<file path="src/rtl/avr_cfg.svh">
// AVR core configuration with memory and I/O address widths and the register count.
`ifndef AVR_CFG_SVH
`define AVR_CFG_SVH

// Program memory word address width.
`define AVR_PMEM_WIDTH 12

// Data memory byte address width.
`define AVR_DMEM_WIDTH 10

// I/O space address width, 64 ports.
`define AVR_IO_WIDTH 6

// General purpose byte registers r0 to r31.
`define AVR_REG_COUNT 32

`endif

</file>
<file path="src/rtl/avr_pkg.sv">
// AVR core types for decoded operations, ALU functions and the sequencer states.
`default_nettype none

package avr_pkg;

	// One value per supported instruction.
	// Unknown words map to OP_ILLEGAL and run as a NOP.
	typedef enum logic [3:0] {
		OP_NOP,
		OP_LDI,
		OP_MOV,
		OP_ADD,
		OP_SUB,
		OP_AND,
		OP_OR,
		OP_EOR,
		OP_IN,
		OP_OUT,
		OP_LD,
		OP_ST,
		OP_RJMP,
		OP_BREQ,
		OP_BRNE,
		OP_ILLEGAL
	} op_t;

	// Byte ALU functions.
	// PASS forwards the second operand or the immediate.
	typedef enum logic [2:0] {
		ALU_ADD,
		ALU_SUB,
		ALU_AND,
		ALU_OR,
		ALU_EOR,
		ALU_PASS
	} alu_op_t;

	// Sequencer states, one instruction in flight.
	typedef enum logic [1:0] {
		FETCH,
		EXEC,
		LOAD
	} state_t;

endpackage

`default_nettype wire

</file>
<file path="src/rtl/avr_alu.sv">
// AVR byte ALU producing the result and the Z, C, N and V flags.
`timescale 1ns/1ps
`default_nettype none

module avr_alu import avr_pkg::*; (
	input wire alu_op_t alu_op,
	input wire logic [7:0] a,
	input wire logic [7:0] b,
	input wire logic imm_sel,
	input wire logic [7:0] imm,
	output logic [7:0] result,
	output logic z,
	output logic c,
	output logic n,
	output logic v
);

	logic [7:0] op_b;
	logic [8:0] sum;
	logic [8:0] diff;

	// Second operand is the immediate for LDI.
	assign op_b = imm_sel ? imm : b;

	// Nine-bit forms keep the carry and the borrow.
	assign sum = {1'b0, a} + {1'b0, op_b};
	assign diff = {1'b0, a} - {1'b0, op_b};

	always_comb begin
		result = op_b;
		c = 1'b0;
		v = 1'b0;
		case (alu_op)
			ALU_ADD: begin
				result = sum[7:0];
				c = sum[8];
				// Same operand signs, different result sign.
				v = (a[7] & op_b[7] & ~sum[7]) | (~a[7] & ~op_b[7] & sum[7]);
			end
			ALU_SUB: begin
				result = diff[7:0];
				// Borrow out of bit 7.
				c = diff[8];
				v = (a[7] & ~op_b[7] & ~diff[7]) | (~a[7] & op_b[7] & diff[7]);
			end
			ALU_AND: result = a & op_b;
			ALU_OR: result = a | op_b;
			ALU_EOR: result = a ^ op_b;
			default: result = op_b;
		endcase
	end

	// Z and N follow the result for every function.
	assign z = (result == 8'h00);
	assign n = result[7];

endmodule

`default_nettype wire

</file>
<file path="src/rtl/avr_control.sv">
// AVR sequencer holding PC, instruction register, flags and all memory and I/O strobes.
`timescale 1ns/1ps
`default_nettype none

`include "avr_cfg.svh"

module avr_control import avr_pkg::*; (
	input wire logic sys_clk,
	input wire logic sys_rst,
	input wire op_t op,
	input wire logic signed [11:0] offset,
	input wire logic writes_flags,
	input wire logic alu_z,
	input wire logic alu_c,
	input wire logic alu_n,
	input wire logic alu_v,
	input wire logic [7:0] alu_result,
	input wire logic [15:0] x_ptr,
	input wire logic [7:0] rr_data,
	input wire logic [7:0] dmem_di,
	input wire logic [7:0] io_di,
	input wire logic [`AVR_IO_WIDTH-1:0] io_addr,
	input wire logic [15:0] pmem_d,
	output logic pmem_ce,
	output logic [`AVR_PMEM_WIDTH-1:0] pmem_a,
	output logic [15:0] insn,
	output logic rf_we,
	output logic [7:0] rf_wdata,
	output logic dmem_we,
	output logic [`AVR_DMEM_WIDTH-1:0] dmem_a,
	output logic [7:0] dmem_do,
	output logic io_re,
	output logic io_we,
	output logic [`AVR_IO_WIDTH-1:0] io_a,
	output logic [7:0] io_do
);

	state_t state;
	state_t state_next;
	logic [`AVR_PMEM_WIDTH-1:0] pc;
	logic [`AVR_PMEM_WIDTH-1:0] pc_inc;
	logic [`AVR_PMEM_WIDTH-1:0] pc_next;
	logic [15:0] ir;
	// Status flags, bit 0 is Z, then C, N, V.
	logic [3:0] sreg;
	logic take_branch;

	// Program memory answers in EXEC, LOAD uses the stored copy.
	assign insn = (state == EXEC) ? pmem_d : ir;

	always_ff @(posedge sys_clk) begin
		if (state == EXEC)
			ir <= pmem_d;
	end

	// Fetch reads the word at PC.
	assign pmem_ce = (state == FETCH);
	assign pmem_a = pc;

	// Branch decision from the stored Z flag.
	always_comb begin
		case (op)
			OP_RJMP: take_branch = 1'b1;
			OP_BREQ: take_branch = sreg[0];
			OP_BRNE: take_branch = ~sreg[0];
			default: take_branch = 1'b0;
		endcase
	end

	// Targets are relative to the next word.
	assign pc_inc = pc + 1'b1;
	assign pc_next = take_branch ? pc_inc + `AVR_PMEM_WIDTH'(offset) : pc_inc;

	always_comb begin
		case (state)
			FETCH: state_next = EXEC;
			// Loads wait one cycle for the read data.
			EXEC: state_next = (op == OP_LD || op == OP_IN) ? LOAD : FETCH;
			default: state_next = FETCH;
		endcase
	end

	always_ff @(posedge sys_clk) begin
		if (!sys_rst) begin
			state <= FETCH;
			pc <= '0;
			sreg <= '0;
		end else begin
			state <= state_next;
			if (state == EXEC) begin
				pc <= pc_next;
				if (writes_flags)
					sreg <= {alu_v, alu_n, alu_c, alu_z};
			end
		end
	end

	// Register writes happen in EXEC for ALU work and in LOAD for reads.
	always_comb begin
		rf_we = 1'b0;
		if (state == LOAD) begin
			rf_we = 1'b1;
		end else if (state == EXEC) begin
			case (op)
				OP_LDI, OP_MOV, OP_ADD, OP_SUB, OP_AND, OP_OR, OP_EOR: rf_we = 1'b1;
				default: rf_we = 1'b0;
			endcase
		end
	end

	// Load data arrives one cycle after the request.
	assign rf_wdata = (state != LOAD) ? alu_result : (op == OP_IN) ? io_di : dmem_di;

	// Data memory is addressed by X, the stored byte is Rr.
	assign dmem_a = x_ptr[`AVR_DMEM_WIDTH-1:0];
	assign dmem_do = rr_data;
	assign dmem_we = (state == EXEC) && (op == OP_ST);

	// Single-cycle I/O strobes.
	assign io_a = io_addr;
	assign io_do = rr_data;
	assign io_we = (state == EXEC) && (op == OP_OUT);
	assign io_re = (state == EXEC) && (op == OP_IN);

endmodule

`default_nettype wire

</file>
<file path="src/rtl/avr_decode.sv">
// AVR instruction decoder splitting a 16-bit word into operation, operands and offsets.
`timescale 1ns/1ps
`default_nettype none

`include "avr_cfg.svh"

module avr_decode import avr_pkg::*; (
	input wire logic [15:0] insn,
	output op_t op,
	output alu_op_t alu_op,
	output logic [4:0] rd,
	output logic [4:0] rr,
	output logic imm_sel,
	output logic [7:0] imm,
	output logic [`AVR_IO_WIDTH-1:0] io_addr,
	output logic signed [11:0] offset,
	output logic writes_flags
);

	// LDI constant is split around the register field.
	assign imm = {insn[11:8], insn[3:0]};

	// IN and OUT port number.
	assign io_addr = {insn[10:9], insn[3:0]};

	always_comb begin
		op = OP_ILLEGAL;
		alu_op = ALU_PASS;
		imm_sel = 1'b0;
		writes_flags = 1'b0;
		// Two-operand format by default.
		rd = insn[8:4];
		rr = {insn[9], insn[3:0]};
		// Conditional branch offset, 7 bits sign extended.
		offset = {{5{insn[9]}}, insn[9:3]};

		casez (insn)
			16'b0000_0000_0000_0000: begin
				op = OP_NOP;
			end
			16'b0000_11??_????_????: begin
				op = OP_ADD;
				alu_op = ALU_ADD;
				writes_flags = 1'b1;
			end
			16'b0001_10??_????_????: begin
				op = OP_SUB;
				alu_op = ALU_SUB;
				writes_flags = 1'b1;
			end
			16'b0010_00??_????_????: begin
				op = OP_AND;
				alu_op = ALU_AND;
				writes_flags = 1'b1;
			end
			16'b0010_01??_????_????: begin
				op = OP_EOR;
				alu_op = ALU_EOR;
				writes_flags = 1'b1;
			end
			16'b0010_10??_????_????: begin
				op = OP_OR;
				alu_op = ALU_OR;
				writes_flags = 1'b1;
			end
			16'b0010_11??_????_????: begin
				op = OP_MOV;
			end
			16'b1110_????_????_????: begin
				// Only r16 to r31 are reachable.
				op = OP_LDI;
				imm_sel = 1'b1;
				rd = {1'b1, insn[7:4]};
			end
			16'b1011_0???_????_????: begin
				op = OP_IN;
			end
			16'b1011_1???_????_????: begin
				// Source register sits in the Rd field.
				op = OP_OUT;
				rr = insn[8:4];
			end
			16'b1001_000?_????_1100: begin
				op = OP_LD;
			end
			16'b1001_001?_????_1100: begin
				op = OP_ST;
				rr = insn[8:4];
			end
			16'b1100_????_????_????: begin
				op = OP_RJMP;
				offset = insn[11:0];
			end
			16'b1111_00??_????_?001: begin
				op = OP_BREQ;
			end
			16'b1111_01??_????_?001: begin
				op = OP_BRNE;
			end
			default: begin
				op = OP_ILLEGAL;
			end
		endcase
	end

endmodule

`default_nettype wire

</file>
<file path="src/rtl/avr_regfile.sv">
// AVR register file with two combinational read ports, one write port and the X pointer.
`timescale 1ns/1ps
`default_nettype none

`include "avr_cfg.svh"

module avr_regfile (
	input wire logic sys_clk,
	input wire logic [4:0] rd,
	input wire logic [4:0] rr,
	input wire logic we,
	input wire logic [7:0] wdata,
	output logic [7:0] rd_data,
	output logic [7:0] rr_data,
	output logic [15:0] x_ptr
);

	// Register storage, contents undefined until written.
	logic [7:0] regs [0:`AVR_REG_COUNT-1];

	// Asynchronous reads.
	assign rd_data = regs[rd];
	assign rr_data = regs[rr];

	// X is r27:r26, high byte first.
	assign x_ptr = {regs[27], regs[26]};

	// Destination is always the Rd field.
	always_ff @(posedge sys_clk) begin
		if (we)
			regs[rd] <= wdata;
	end

endmodule

`default_nettype wire

</file>
<file path="src/rtl/avr_top.sv">
// AVR core top level joining decoder, register file, ALU and sequencer to the buses.
`timescale 1ns/1ps
`default_nettype none

`include "avr_cfg.svh"

module avr_top import avr_pkg::*; (
	input wire logic sys_clk,
	input wire logic sys_rst,
	output logic pmem_ce,
	output logic [`AVR_PMEM_WIDTH-1:0] pmem_a,
	input wire logic [15:0] pmem_d,
	output logic dmem_we,
	output logic [`AVR_DMEM_WIDTH-1:0] dmem_a,
	output logic [7:0] dmem_do,
	input wire logic [7:0] dmem_di,
	output logic io_re,
	output logic io_we,
	output logic [`AVR_IO_WIDTH-1:0] io_a,
	output logic [7:0] io_do,
	input wire logic [7:0] io_di
);

	// Decoded fields.
	logic [15:0] insn;
	op_t op;
	alu_op_t alu_op;
	logic [4:0] rd;
	logic [4:0] rr;
	logic imm_sel;
	logic [7:0] imm;
	logic [`AVR_IO_WIDTH-1:0] io_addr;
	logic signed [11:0] offset;
	logic writes_flags;

	// Datapath.
	logic [7:0] rd_data;
	logic [7:0] rr_data;
	logic [15:0] x_ptr;
	logic rf_we;
	logic [7:0] rf_wdata;
	logic [7:0] alu_result;
	logic alu_z;
	logic alu_c;
	logic alu_n;
	logic alu_v;

	avr_decode u_decode (
		.insn(insn),
		.op(op),
		.alu_op(alu_op),
		.rd(rd),
		.rr(rr),
		.imm_sel(imm_sel),
		.imm(imm),
		.io_addr(io_addr),
		.offset(offset),
		.writes_flags(writes_flags)
	);

	avr_regfile u_regfile (
		.sys_clk(sys_clk),
		.rd(rd),
		.rr(rr),
		.we(rf_we),
		.wdata(rf_wdata),
		.rd_data(rd_data),
		.rr_data(rr_data),
		.x_ptr(x_ptr)
	);

	avr_alu u_alu (
		.alu_op(alu_op),
		.a(rd_data),
		.b(rr_data),
		.imm_sel(imm_sel),
		.imm(imm),
		.result(alu_result),
		.z(alu_z),
		.c(alu_c),
		.n(alu_n),
		.v(alu_v)
	);

	avr_control u_control (
		.sys_clk(sys_clk),
		.sys_rst(sys_rst),
		.op(op),
		.offset(offset),
		.writes_flags(writes_flags),
		.alu_z(alu_z),
		.alu_c(alu_c),
		.alu_n(alu_n),
		.alu_v(alu_v),
		.alu_result(alu_result),
		.x_ptr(x_ptr),
		.rr_data(rr_data),
		.dmem_di(dmem_di),
		.io_di(io_di),
		.io_addr(io_addr),
		.pmem_d(pmem_d),
		.pmem_ce(pmem_ce),
		.pmem_a(pmem_a),
		.insn(insn),
		.rf_we(rf_we),
		.rf_wdata(rf_wdata),
		.dmem_we(dmem_we),
		.dmem_a(dmem_a),
		.dmem_do(dmem_do),
		.io_re(io_re),
		.io_we(io_we),
		.io_a(io_a),
		.io_do(io_do)
	);

endmodule

`default_nettype wire

</file>
<file path="config.mk">
export PLATFORM = sky130hd
export DESIGN_NAME = avr_top
export DESIGN_NICKNAME = d
export VERILOG_FILES = /design/src/rtl/avr_pkg.sv /design/src/rtl/avr_alu.sv /design/src/rtl/avr_control.sv /design/src/rtl/avr_decode.sv /design/src/rtl/avr_regfile.sv /design/src/rtl/avr_top.sv
export VERILOG_INCLUDE_DIRS = /design/src /design/src/rtl
export SDC_FILE = /design/constraint.sdc
export NUM_CORES = 1
export LEC_CHECK = 0
export ABC_AREA = 1
export BUFFER_PORTS_ARGS = -buffer_cell sky130_fd_sc_hd__buf_2
export CAP_MARGIN = 20
export CORE_AREA = 2 2 152 265
export DETAILED_ROUTE_END_ITERATION = 6
export DIE_AREA = 0 0 154 267
export PLACE_DENSITY = 0.68
export SLEW_MARGIN = 10
export SYNTH_ARGS = -nofsm -noshare
export SYNTH_HDL_FRONTEND = slang
export SYNTH_HIERARCHICAL = 1
export SYNTH_SLANG_ARGS = --single-unit
</file>
<file path="constraint.sdc">
create_clock -name sys_clk -period 15.63 [get_ports sys_clk]
set_clock_uncertainty 0.15 [all_clocks]
set_input_delay 1.563 -clock sys_clk [delete_from_list [all_inputs] [get_ports sys_clk]]
set_output_delay 1.563 -clock sys_clk [all_outputs]
set_load 0.02 [all_outputs]
</file>
==> results by group <==
Worst setup path
  • Worst R2R Path Depth: 39
  • Req. time, crit path: 15.81 ns
  • Origin of the critical flop-to-flop path: u_control/state[1]
  • Critical path capture point type: register
  • RR Endpoint: u_regfile/regs[21][5]
  • R2R setup slack: 7.10 ns
  • WP data arrival: 8.72 ns
  • Crit-path max FO: 59
  • Crit path kind: register to register
  • Top delay family on crit path: buffers and inverters
  • Slowest cell on crit path: inv_1
  • Crit path largest cell delay: 0.67 ns
  • CP Buf/Inv Count: 10
  • Worst Setup Start Kind: register
  • CP dominant cell by count: nand2_1

Synth
  • Syn Area/Cell: 7.92 um^2
  • Mapped Cells: 2179
  • Syn_nets: 2255
  • Synth warn: 6
  • Post-synthesis cell area: 17300 um^2

Hold path
  • Worst hold start: u_control/state[0]
  • Min-delay worst type: register to register
  • Hold-critical path endpoint: u_control/state[0]
  • Hold Path Stages: 1

Timing
  • Final worst slack: 7.10 ns
  • Rel. slew slack: 32.5%
  • Unrepaired setup endpoints after global routing: no
  • Setup TNS: 0 ns
  • FMAX: 117 MHz
  • Final setup fails: 0
  • Pin slew with the least headroom to its limit: 1.01 ns
  • Slew Viols, Final: 0
  • Final Hold Viols: 0
  • Minimum clock period after layout: 8.53 ns
  • Hold slack: 0.333 ns
  • Final worst path period share: 54.6%

Power and ir drop
  • Int Pwr: 0.00164 W
  • Sw Ratio: 40.6%
  • Max VDD drop: 0.108 mV
  • Net Sw Power: 0.00112 W
  • Combinational power share: 39.4%
  • Pwr dens: 150 nW/um^2
  • Part of the power in registers: 35.8%
  • Clock share of power: 24.9%
  • Leakage power: 7.78 nW

Placement
  • Hpwl dp: 39900 um
  • PortBufs: 81
  • Setup WS pre-CTS: 6.69 ns
  • RD Place Congestion: 0.999

Finish
  • NumNets Final: 2240
  • Layout cell share with drive strength beyond 1: 9.56%
  • Diode count: 0
  • Area Growth Syn to Fin: 6.57%
  • Fillcell total: 3739

Clock tree
  • CTS Buf Count: 28
  • Maximum buffer depth of the clock tree: 3
  • H-Tree Depth: 1
  • Skew-Pair Late Insertion Delay: 0.57 ns
  • PostCTS Resize Cnt: 0
  • Clk root buf: clkbuf_16
  • Post-CTS Setup Bufs: 0
  • TritonCTS clock tree: yes
  • Clk sinks: 287
  • Worst-path clk slew: 0.06 ns
  • Cts hold-fix bufs: 0

Die
  • Total die area: 41100 um^2
  • # IOs: 82
  • Die Wd: 154 um
  • Initial Utilization: 44.2%
  • Site Rows: 96
  • Vert. Die Dim: 267 um
  • Area of the core: 39000 um^2

Job
  • Max Cap Viol: 0

Global route
  • Vias in the first global route: 14600
  • GRT Total Usage: 26.9%
  • Global-route wire length before repair: 84400 um
  • Largest net degree at the start of global routing: 89
  • Grt total ovfl: 0
  • Initial antenna violation count: 0

Outcome
  • Outcome: finished, final reports clean

Route
  • Vias: 15200
  • Number of remaining DRC errors: 0
  • Post-DR vias/cell: 5.68
  • 1st-iter DRT viols: 1733
  • Final ANT Viol Nets: 0
  • Drt total wl: 56400 um
  • Routed len/inst: 21.1 um
  • 1st-pass router iterations: 6
[sequential cells by signal, summed over array words and instances, names as in the netlist]
register	count
u_control/sreg	1
u_control/state	2
u_control/ir	16
u_control/pmem_a	12
u_regfile/regs	256
[placed cells by master, fill, tap and decap left out, drive strengths merged, types with 11 or more instances in the layout]
cell,instances
clkinv,14
nor3,13
xor2,11
inv,134
a21oi,46
dfxtp,31
clkbuf,33
nand3,264
edfxtp,256
nor2,140
nand4,79
ha,39
buf,106
nand2,947
o21ai,39
[per-layer routing]
metal | GRT usage, % | up-vias | part of all wire (%)
met1 | 28.2 | 7139 | 34
met3 | 3.15 | 195 | 7.1
li1 | - | 7112 | -
met2 | 50.1 | 742 | 52
met5 | 0 | - | 0
met4 | 18.1 | 0 | 7.4
[how the worst max path moves through the flow]
stage	from	to	slack, ns	cells past startpoint
after floorplan	pmem_d[10]	u_regfile/regs[0][7]	9.22	33
after global placement	u_control/state[1]	u_regfile/regs[4][5]	6.86	39
after detailed placement	u_control/state[1]	u_regfile/regs[6][5]	6.69	39
after CTS	u_control/state[1]	u_regfile/regs[27][5]	6.64	39
after global routing	u_control/state[0]	u_regfile/regs[21][5]	6.50	38
final	u_control/state[1]	u_regfile/regs[21][5]	7.10	39
[per-stage QoR]
step	instances	total power [W]	util, %	instance area [um^2]
CTS	2675	0.00276	47.1	18400
global placement	2622	0.00206	44.7	17400
floorplan	2179	0.00175	-	17300
finish	2676	0.00277	47.1	18400
detailed placement	2623	0.00208	44.7	17400
global route	2676	0.00290	47.1	18400
[cell type report]
| type | instances | area [um^2] | share of cell area (%) |
|---|---|---|---|
| clock buffers | 33 | 741 | 4.03 |
| flip-flops and latches | 287 | 8310 | 45.2 |
| inverters | 134 | 504 | 2.74 |
| well taps | 490 | 613 | 3.33 |
| multi-input cells | 1607 | 7440 | 40.4 |
| clock inverters | 19 | 196 | 1.07 |
| repair buffers | 106 | 598 | 3.25 |
[power by group through the flow]
stage / clock network [W] / registers [W] / logic, W
finish: 0.000688 / 0.000991 / 0.00109
floorplan: 0 / 0.00101 / 0.000739
CTS: 0.000701 / 0.000990 / 0.00107
detailed placement: 0 / 0.00101 / 0.00107
global placement: 0 / 0.00101 / 0.00106
global route: 0.000726 / 0.000992 / 0.00118
(Power assumes the default switching activity.)
